`src/include/bp_consts.svh`:
```
`ifndef BP_CONSTS_SVH
`define BP_CONSTS_SVH

// sizing of the fetch-side branch predictor

// pc and branch target width
`define BP_XLEN 32

// direct-mapped btb depth, power of two
`define BP_BTB_ENTRIES 64

// global history length, pht holds 2**BP_GHR_BITS counters
`define BP_GHR_BITS 8

`endif

```
`src/hw/bp_pkg.sv`:
```
package bp_pkg;

`include "bp_consts.svh"

    // btb geometry at the default depth
    localparam int unsigned BTB_IDX_BITS = $clog2(`BP_BTB_ENTRIES);           // index above pc[1:0]
    localparam int unsigned BTB_TAG_BITS = `BP_XLEN - BTB_IDX_BITS - 2;       // remaining upper pc bits

    // one fetch pc or branch target
    typedef logic [`BP_XLEN-1:0] bp_pc_t;

    // 2-bit saturating counter, msb is the taken prediction
    typedef enum logic [1:0] {
        CTR_STRONG_NT = 2'b00,
        CTR_WEAK_NT   = 2'b01,
        CTR_WEAK_T    = 2'b10,
        CTR_STRONG_T  = 2'b11
    } bp_ctr_e;

    // one btb line
    typedef struct packed {
        logic                    valid;   // line holds a trained branch
        logic [BTB_TAG_BITS-1:0] tag;     // upper pc bits of that branch
        bp_pc_t                  target;  // resolved target from ex
    } btb_entry_t;

endpackage

```
`src/hw/bp_update_if.sv`:
```
`timescale 1ns/1ps

// training strobe from the ex stage, one resolved branch per valid cycle
interface bp_update_if;

    logic            valid;         // single-cycle strobe, no back-pressure
    bp_pkg::bp_pc_t  update_pc;     // pc of the resolved branch
    logic            branch_taken;  // resolved outcome
    bp_pkg::bp_pc_t  target_pc;     // resolved target address

    // driver side, loaded from the top level ports
    modport src (output valid, output update_pc, output branch_taken, output target_pc);

    // btb only needs where the branch is and where it went
    modport btb (input valid, input update_pc, input target_pc);

    // history predictor only needs the outcome
    modport ghr (input valid, input branch_taken);

endinterface

```
`src/hw/branch_predictor.sv`:
```
`timescale 1ns/1ps

`include "bp_consts.svh"

// fetch-side branch predictor top
// next pc is the btb target when the btb hits and the ghr predictor says taken
module branch_predictor (
    input  logic           clk,
    input  logic           rst_n,
    input  bp_pkg::bp_pc_t predict_pc,     // pc of the if stage
    input  logic           valid,          // branch, jal, jalr resolved in ex
    input  bp_pkg::bp_pc_t update_pc,      // pc of that branch in ex
    input  logic           branch_taken,   // its resolved outcome
    input  bp_pkg::bp_pc_t target_pc,      // its resolved target
    output bp_pkg::bp_pc_t predicted_pc    // next fetch pc, same cycle
);

    bp_update_if u_upd ();  // training bundle shared by both predictors

    logic           btb_hit;     // btb holds a line for predict_pc
    bp_pkg::bp_pc_t btb_target;  // target stored in that line
    logic           gbp_taken;   // history says taken
    bp_pkg::bp_pc_t seq_pc;      // fall-through fetch pc

    // load the ex-stage ports into the bundle
    assign u_upd.valid        = valid;
    assign u_upd.update_pc    = update_pc;
    assign u_upd.branch_taken = branch_taken;
    assign u_upd.target_pc    = target_pc;

    btb #(
        .ENTRIES    (`BP_BTB_ENTRIES)
    ) u_btb (
        .clk        (clk),
        .rst_n      (rst_n),
        .predict_pc (predict_pc),   // lookup with the if-stage pc
        .upd        (u_upd.btb),    // trained with pc and target
        .hit        (btb_hit),
        .target     (btb_target)
    );

    global_branch_predictor #(
        .GHR_BITS   (`BP_GHR_BITS)
    ) u_gbp (
        .clk        (clk),
        .rst_n      (rst_n),
        .upd        (u_upd.ghr),    // trained with the outcome only
        .taken      (gbp_taken)
    );

    assign seq_pc = predict_pc + `BP_XLEN'd4;

    // both must agree before redirecting fetch
    assign predicted_pc = (btb_hit && gbp_taken) ? btb_target : seq_pc;

endmodule

```
`src/hw/btb.sv`:
```
`timescale 1ns/1ps

`include "bp_consts.svh"

// direct-mapped branch target buffer
// lookup is combinational, training writes at the strobe edge
module btb #(
    parameter int unsigned ENTRIES = `BP_BTB_ENTRIES  // power of two
) (
    input  logic           clk,
    input  logic           rst_n,
    input  bp_pkg::bp_pc_t predict_pc,   // if-stage fetch pc
    bp_update_if.btb       upd,          // ex-stage training strobe
    output logic           hit,          // valid line with matching tag
    output bp_pkg::bp_pc_t target        // stored target of that line
);

    localparam int unsigned IDX_W   = $clog2(ENTRIES);         // index width
    localparam int unsigned TAG_LSB = IDX_W + 2;               // tag starts above index
    localparam int unsigned TAG_W   = bp_pkg::BTB_TAG_BITS;    // stored tag width

    // the stored tag must cover every pc bit above the index
    if (ENTRIES < 2 || (1 << IDX_W) != ENTRIES) begin : g_bad_depth
        $error("btb: ENTRIES must be a power of two, at least 2");
    end
    if (`BP_XLEN - TAG_LSB > TAG_W) begin : g_bad_tag
        $error("btb: ENTRIES too small for the packed tag width");
    end

    // index from the word address bits
    function automatic logic [IDX_W-1:0] idx_of(input bp_pkg::bp_pc_t pc);
        return pc[TAG_LSB-1:2];
    endfunction

    // tag from everything above the index, zero-extended into the line
    function automatic logic [TAG_W-1:0] tag_of(input bp_pkg::bp_pc_t pc);
        bp_pkg::bp_pc_t upper;
        upper = pc >> TAG_LSB;
        return TAG_W'(upper);
    endfunction

    bp_pkg::btb_entry_t entries [ENTRIES];  // line storage

    logic [IDX_W-1:0]   rd_idx;     // lookup index
    bp_pkg::btb_entry_t rd_entry;   // line under lookup
    logic [IDX_W-1:0]   wr_idx;     // training index
    bp_pkg::btb_entry_t wr_entry;   // line to be written

    // lookup path, sees the state before any same-cycle update
    assign rd_idx   = idx_of(predict_pc);
    assign rd_entry = entries[rd_idx];
    assign hit      = rd_entry.valid && (rd_entry.tag == tag_of(predict_pc));
    assign target   = rd_entry.target;

    // training line, written regardless of outcome
    assign wr_idx = idx_of(upd.update_pc);

    always_comb begin
        wr_entry        = '0;
        wr_entry.valid  = 1'b1;                    // trained lines are always valid
        wr_entry.tag    = tag_of(upd.update_pc);   // aliasing pc evicts the old one
        wr_entry.target = upd.target_pc;
    end

    // reset invalidates every line
    always_ff @(posedge clk or negedge rst_n) begin
        if (!rst_n) begin
            for (int i = 0; i < ENTRIES; i++) begin
                entries[i].valid <= 1'b0;
            end
        end else if (upd.valid) begin
            entries[wr_idx] <= wr_entry;  // visible to lookups next cycle
        end
    end

endmodule

```
`src/hw/global_branch_predictor.sv`:
```
`timescale 1ns/1ps

`include "bp_consts.svh"

// global history predictor
// ghr indexes a pht of 2-bit counters, no pc hashing
module global_branch_predictor #(
    parameter int unsigned GHR_BITS = `BP_GHR_BITS  // history length
) (
    input  logic     clk,
    input  logic     rst_n,
    bp_update_if.ghr upd,     // ex-stage outcome strobe
    output logic     taken    // prediction for the current fetch
);

    localparam int unsigned PHT_ENTRIES = 2 ** GHR_BITS;  // one counter per history pattern

    // history shift below needs at least two bits
    if (GHR_BITS < 2) begin : g_bad_hist
        $error("global_branch_predictor: GHR_BITS must be at least 2");
    end

    // one step toward the outcome, saturating at both ends
    function automatic bp_pkg::bp_ctr_e ctr_step(input bp_pkg::bp_ctr_e ctr,
                                                 input logic outcome);
        bp_pkg::bp_ctr_e nxt;
        nxt = ctr;
        case (ctr)
            bp_pkg::CTR_STRONG_NT: nxt = outcome ? bp_pkg::CTR_WEAK_NT : bp_pkg::CTR_STRONG_NT;
            bp_pkg::CTR_WEAK_NT:   nxt = outcome ? bp_pkg::CTR_WEAK_T  : bp_pkg::CTR_STRONG_NT;
            bp_pkg::CTR_WEAK_T:    nxt = outcome ? bp_pkg::CTR_STRONG_T : bp_pkg::CTR_WEAK_NT;
            bp_pkg::CTR_STRONG_T:  nxt = outcome ? bp_pkg::CTR_STRONG_T : bp_pkg::CTR_WEAK_T;
            default:               nxt = bp_pkg::CTR_WEAK_NT;
        endcase
        return nxt;
    endfunction

    logic [GHR_BITS-1:0] ghr;                // newest outcome in bit 0
    bp_pkg::bp_ctr_e     pht [PHT_ENTRIES];  // pattern history table
    bp_pkg::bp_ctr_e     cur_ctr;            // counter selected by the ghr
    bp_pkg::bp_ctr_e     nxt_ctr;            // its value after training

    // prediction and training both use the counter under the current history
    assign cur_ctr = pht[ghr];
    assign taken   = cur_ctr[1];  // msb set means weakly or strongly taken
    assign nxt_ctr = ctr_step(cur_ctr, upd.branch_taken);

    // counters start weakly not taken so a cold table predicts fall-through
    always_ff @(posedge clk or negedge rst_n) begin
        if (!rst_n) begin
            ghr <= '0;
            for (int i = 0; i < PHT_ENTRIES; i++) begin
                pht[i] <= bp_pkg::CTR_WEAK_NT;
            end
        end else if (upd.valid) begin
            pht[ghr] <= nxt_ctr;                             // train under old history
            ghr      <= {ghr[GHR_BITS-2:0], upd.branch_taken};  // then shift outcome in
        end
    end

endmodule

```
`config.mk`:
```
export PLATFORM = sky130hd
export DESIGN_NAME = branch_predictor
export DESIGN_NICKNAME = d
export VERILOG_FILES = /design/src/hw/bp_pkg.sv /design/src/hw/bp_update_if.sv /design/src/hw/branch_predictor.sv /design/src/hw/btb.sv /design/src/hw/global_branch_predictor.sv
export VERILOG_INCLUDE_DIRS = /design/src /design/src/include
export SDC_FILE = /design/constraint.sdc
export NUM_CORES = 2
export LEC_CHECK = 0
export BUFFER_PORTS_ARGS = -buffer_cell sky130_fd_sc_hd__buf_2
export CORE_ASPECT_RATIO = 0.75
export CORE_MARGIN = 8
export CORE_UTILIZATION = 63
export DETAILED_ROUTE_END_ITERATION = 12
export GPL_TIMING_DRIVEN = 0
export PLACE_DENSITY = 0.9
export SLEW_MARGIN = 20
export SYNTH_ARGS = -nofsm -noshare
export SYNTH_HDL_FRONTEND = slang
export SYNTH_SLANG_ARGS = --single-unit
```
`constraint.sdc`:
```
create_clock -name clk -period 9.4 [get_ports clk]
set_clock_uncertainty 0.2 [all_clocks]
set_input_delay 2.35 -clock clk [delete_from_list [all_inputs] [get_ports clk]]
set_output_delay 2.35 -clock clk [all_outputs]
set_load 0.02 [all_outputs]
```
==> flow_summary_export.csv, run 1 <==
group,metric,value,unit
yosys,synth.largest_area_cell,"edfxtp_1",
yosys,synth_area,0.165,mm2
outcome,lastStage,"5_1_grt",
grt,overflow,699,
outcome,status,"did not finish",
clock_network,cts_buffers,377,
yosys,syn_avg_cell_area,20.6,um2
timing,crit_endpoint,"predicted_pc[18]",
clock_network,htreeDepth,5,
yosys,ys_seq_area_share,74.1,%
die,initial_core_util,63.1,%
yosys,synth.distinct_cells,77,
die,fp.dieW,608,um
placed_design,portBuffers,122,
grt,grt_util_all_layers,70.7,%
clock_network,clock-root-buffer,"clkbuf_16",
placed_design,routabilityCongestion,0.953,
yosys,postSynth.asyncResetShare,14.0,%
timing,worst_endpoint_kind,"top-level output",
yosys,synth_top_area_share,65.1,%
yosys,synth_nets,8140,
placed_design,dp_hpwl,415,mm
clock_network,clock-sinks,4168,
yosys,ys_ff_latch,4168,
yosys,ys_warn_count,0,
die,io_pins,132,
yosys,synthFlopType,"edfxtp_1",
outcome,firstError,"[ERROR GRT-0232] Routing congestion too high. Check the congestion heatmap in the GUI.",
die,die_h,460,um
yosys,synth.area.top_cells,"edfxtp_1 65%, mux4_2 16%, dfrtp_1 5.0%, dfstp_2 4.1%, o31ai_1 1.1%",
clock_network,cts_buffer_depth,4,
yosys,syn-instance-count,8039,
grt,grt_max_degree,114,
die,num_rows,163,
yosys,synth-edff-count,3584,
==> cells by family after synthesis <==
logic type	after synthesis	share of synthesized area [%]
AOI/OAI and AO/OA	1334	5.07
xor gates and xnor gates	44	0.233
adders and majority gates	1	0.00757
buffers and inverters	619	1.67
DFF	4168	74.1
muxes	1370	17.5
and+or+nand+nor	503	1.41
==> per-layer routing <==
metal,track usage (%),GRT overflow
met5,45.8,13
met4,68.5,204
met3,65.6,121
met2,81.9,254
met1,67.3,107
==> per-stage QoR <==
stage	setup WS [ps]	TNS, ps	std cells	util, %	instance area (um2)
detailed placement	-2740	-84090	11900	67.4	177000
floorplan	994	0	8039	-	165000
CTS	1.33	0	12600	73.3	192000
global placement	-13210	-	11600	65.0	170000
==> synthesized netlist by cell type, drive strengths merged (6+ instances only) <==
library cell	n
a211o	8
a211oi	16
a21o	52
a21oi	293
a221oi	18
a22o	15
a22oi	52
a31oi	252
a32oi	6
and2	13
buf	244
clkbuf	359
dfrtp	328
dfstp	256
edfxtp	3584
inv	15
mux2	68
mux2i	107
mux4	1195
nand2	156
nand2b	14
nand3	33
nand3b	13
nand4	13
nor2	181
nor2b	18
nor3	18
nor3b	7
nor4	6
o211ai	7
o21ai	277
o21bai	14
o221ai	23
o22ai	28
o31ai	244
xnor2	28
xor2	16
==> timing repair <==
action                                  in CTS
hold buffers                                 0
hold endpoints to repair                     0
setup buffers                               42
resized for setup                          827
endpoints found under the setup margin      32
pin swaps                                   24
gates cloned                                 3
==> run 2: changes to the inputs <==
--- a/config.mk
+++ b/config.mk
@@ -7,12 +7,11 @@
 export NUM_CORES = 2
 export LEC_CHECK = 0
 export BUFFER_PORTS_ARGS = -buffer_cell sky130_fd_sc_hd__buf_2
-export CORE_ASPECT_RATIO = 0.75
 export CORE_MARGIN = 8
-export CORE_UTILIZATION = 63
+export CORE_UTILIZATION = 40
 export DETAILED_ROUTE_END_ITERATION = 12
 export GPL_TIMING_DRIVEN = 0
-export PLACE_DENSITY = 0.9
+export PLACE_DENSITY_LB_ADDON = 0.15
 export SLEW_MARGIN = 20
 export SYNTH_ARGS = -nofsm -noshare
 export SYNTH_HDL_FRONTEND = slang
==> run 2 against run 1 <==
Effect of this change:
- synthesized cell count unchanged
- area after synthesis unchanged
- the flow now finishes, with violations (setup timing)
==> flow_summary_export.csv, run 2 <==
group,metric,value,unit
yosys,synth.area.top_cells,"edfxtp_1 65%, mux4_2 16%, dfrtp_1 5.0%, dfstp_2 4.1%, o31ai_1 1.1%",
critical_path,critPathMostFrequentCell,"buf_12",
final_layout,stdcell_area,0.198,mm2
yosys,synth.distinct_cells,77,
timing,setup_viol,27,
yosys,syn_avg_cell_area,20.6,um2
timing,rsz0062_at_grt,"false",
timing,fin_ws,-65.3,ps
yosys,ys_ff_latch,4168,
pwr,p_leak,0.0645,uW
routing,drt-total-wl,605,mm
timing,slew_viol_final,0,
critical_path,cp.arrival,6920,ps
yosys,ys_warn_count,0,
die,fp.dieW,659,um
final_layout,nets,9105,
die,core,0.412,mm2
worst_hold_path,hp-start,"u_btb.entries[1253]",
final_layout,drive_above_1_share,34.2,%
timing,final.period_utilization,101,%
yosys,syn-instance-count,8039,
outcome,violations,"setup timing",
die,num_rows,236,
timing,finalHoldViolCount,0,
die,die_area,0.434,mm2
timing,relSlewSlack,14.7,%
final_layout,largest_reg_flops,3648,
clock_network,path_clk_slew,60,ps
yosys,synth.largest_area_cell,"edfxtp_1",
placed_design,portBuffers,122,
clock_network,cts_buffer_depth,4,
critical_path,rr_endpoint,"u_gbp.pht[381]",
yosys,postSynth.asyncResetShare,14.0,%
final_layout,layout_commonest_cell,"edfxtp_1",
timing,finalSetupTns,-959,ps
timing,min_period,9470,ps
final_layout,final_util,48.0,%
yosys,synth-edff-count,3584,
yosys,ys_top_cells_by_count,"3584 x edfxtp_1, 1188 x mux4_2, 359 x clkbuf_1",
clock_network,clock-root-buffer,"clkbuf_16",
die,io_pins,132,
yosys,yosysMostFrequentCell,"edfxtp_1",
final_layout,seqCellArea,0.123,mm2
final_layout,layout.cells.non_filler,14900,
clock_network,cts_tree,"built",
clock_network,cts_buffers,442,
final_layout,top_regs,"u_btb.entries: 3648 flops, u_gbp.pht: 512 flops, u_gbp.ghr: 8 flops",
final_layout,multi_input_area,0.0411,mm2
yosys,synth_area,0.165,mm2
timing,tightest_slew,1280,ps
clock_network,clk_latency,1020,ps
critical_path,worstSetupPathType,"primary input to output port",
critical_path,worst_path_max_delay_cell,"o31ai_4",
die,initial_core_util,40.1,%
critical_path,startpoint,"predict_pc[2]",
grt,grt_pass1_vias,92700,
worst_hold_path,hold_path_depth,1,
critical_path,critPathLaunchType,"primary input",
outcome,status,"finished, violations left",
critical_path,reg2reg_from,"u_gbp.ghr[1]",
critical_path,r2r_slack,2900,ps
job,max_cap_viol_count,0,
critical_path,required,6850,ps
yosys,synthFlopType,"edfxtp_1",
placed_design,routabilityCongestion,0.829,
final_layout,syn_to_final_growth,19.8,%
final_layout,fillers,33900,
routing,routedWlPerCell,40.6,um
placed_design,placed_area,0.181,mm2
critical_path,end_kind,"output port",
placed_design,placed_cells,14000,
grt,grt_util_all_layers,27.2,%
routing,drt_pass1_iterations,6,
placed_design,dp_hpwl,420,mm
routing,detail_route.iter0.violations,14000,
critical_path,cp_max_fo,10,
critical_path,ff2ff_path_depth,15,
routing,viasPerCell,6.35,
critical_path,crit_chain,"buf_2, buf_12, buf_16, buf_16, buf_12, buf_12, inv_6, o22ai_1, o31ai_1, o21ai_0, o31ai_4, o2111ai_1, nor4_4, and4_4, buf_12, bufbuf_16, mux2_4, buf_2",
grt,antenna_found_initial,48,
clock_network,hold_buffers,0,
pwr,power,43000,uW
clock_network,clock-sinks,4168,
yosys,synth_top_area_share,65.1,%
pwr,max-vdd-ir-drop,161,uV
grt,grt_pass1_wl,809,mm
routing,num_vias,94600,
worst_hold_path,holdPathEnd,"u_btb.entries[1253]",
grt,overflow,0,
critical_path,cp_slowest_stage_delay,510,ps
worst_hold_path,hold_class,"flop to flop",
clock_network,htreeDepth,5,
routing,drc_errors,0,
pwr,power_density,217,mW/mm2
timing,fmax,0.106,GHz
die,die_h,659,um
yosys,ys_seq_area_share,74.1,%
final_layout,regMostFlops,"u_btb.entries",
final_layout,mostFrequentLayoutCells,"3584 x edfxtp_1, 1188 x mux4_2, 450 x clkbuf_16",
routing,drtAntennaViolNets,0,
yosys,synth_nets,8140,
grt,grt_max_degree,102,
## run 2: layout make-up
cell class	instances	area share (%)
buffer	601	2.22
tap	5474	3.46
multi-input combinational	3252	20.7
clock inverter	274	1.26
sequential	4168	61.9
inverter	16	0.0329
antenna	30	0.0379
timing repair buffer	523	4.41
clock buffer	550	5.97
## run 2: stage by stage
| step | setup WS, ps | hold slack [ps] |
|---|---|---|
| 3_3_place_gp | -17700 | 232 |
| 6_report | -65.3 | 250 |
| 3_5_place_dp | -2380 | 238 |
| 4_1_cts | 0.0511 | 253 |
| 5_1_grt | 0.500 | 259 |
| 2_1_floorplan | 994 | 223 |
## run 2: where the power goes
| part | internal, uW | switching [uW] | total [uW] |
|---|---|---|---|
| Sequential | 20800 | 305 | 21100 |
| Combinational | 1560 | 2870 | 4430 |
| Clock | 9910 | 7490 | 17400 |
## run 2: metal layers
metal	vias up	routed length, um	part of all wire, %	global-route usage (%)
li1	35800	-	-	-
met4	10	29200	4.8	11.1
met2	5851	288000	48	44.1
met5	-	63	0.010	0
met3	1258	55600	9.2	5.10
met1	51700	232000	38	36.5
## run 2: what timing repair did
item,in CTS,in global routing
gates resized for setup,602,34
pin swaps,16,8
cloned,1,0
endpoints found under the setup margin,32,32
setup buffers,18,9
## run 2: worst max-delay path: cells and delay by family
kind	cells	cell delay [ps]
AOI/OAI and AO/OA	5	1460
and+or+nand+nor	2	740
buffers and inverters	10	1930
muxes	1	320
## run 2: worst max-delay path by stage
| stage | end | slack (ps) | depth (start not counted) |
|---|---|---|---|
| final | predicted_pc[28] | -70 | 18 |
| after global routing | predicted_pc[28] | 0.5 | 17 |
| after CTS | predicted_pc[28] | 0.05 | 17 |
| after detailed placement | predicted_pc[14] | -2380 | 14 |
| after global placement | u_btb.entries[3483] | -17700 | 4 |
| after floorplan | predicted_pc[0] | 990 | 12 |
## run 2: logic make-up after synthesis
family | Yosys count | synth area share, %
muxes | 1370 | 17.5
xor gates and xnor gates | 44 | 0.233
and+or+nand+nor | 503 | 1.41
adders and majority gates | 1 | 0.00757
DFF | 4168 | 74.1
AOI/OAI and AO/OA | 1334 | 5.07
buffers and inverters | 619 | 1.67
Note: power is estimated with default switching activity, not from simulation.
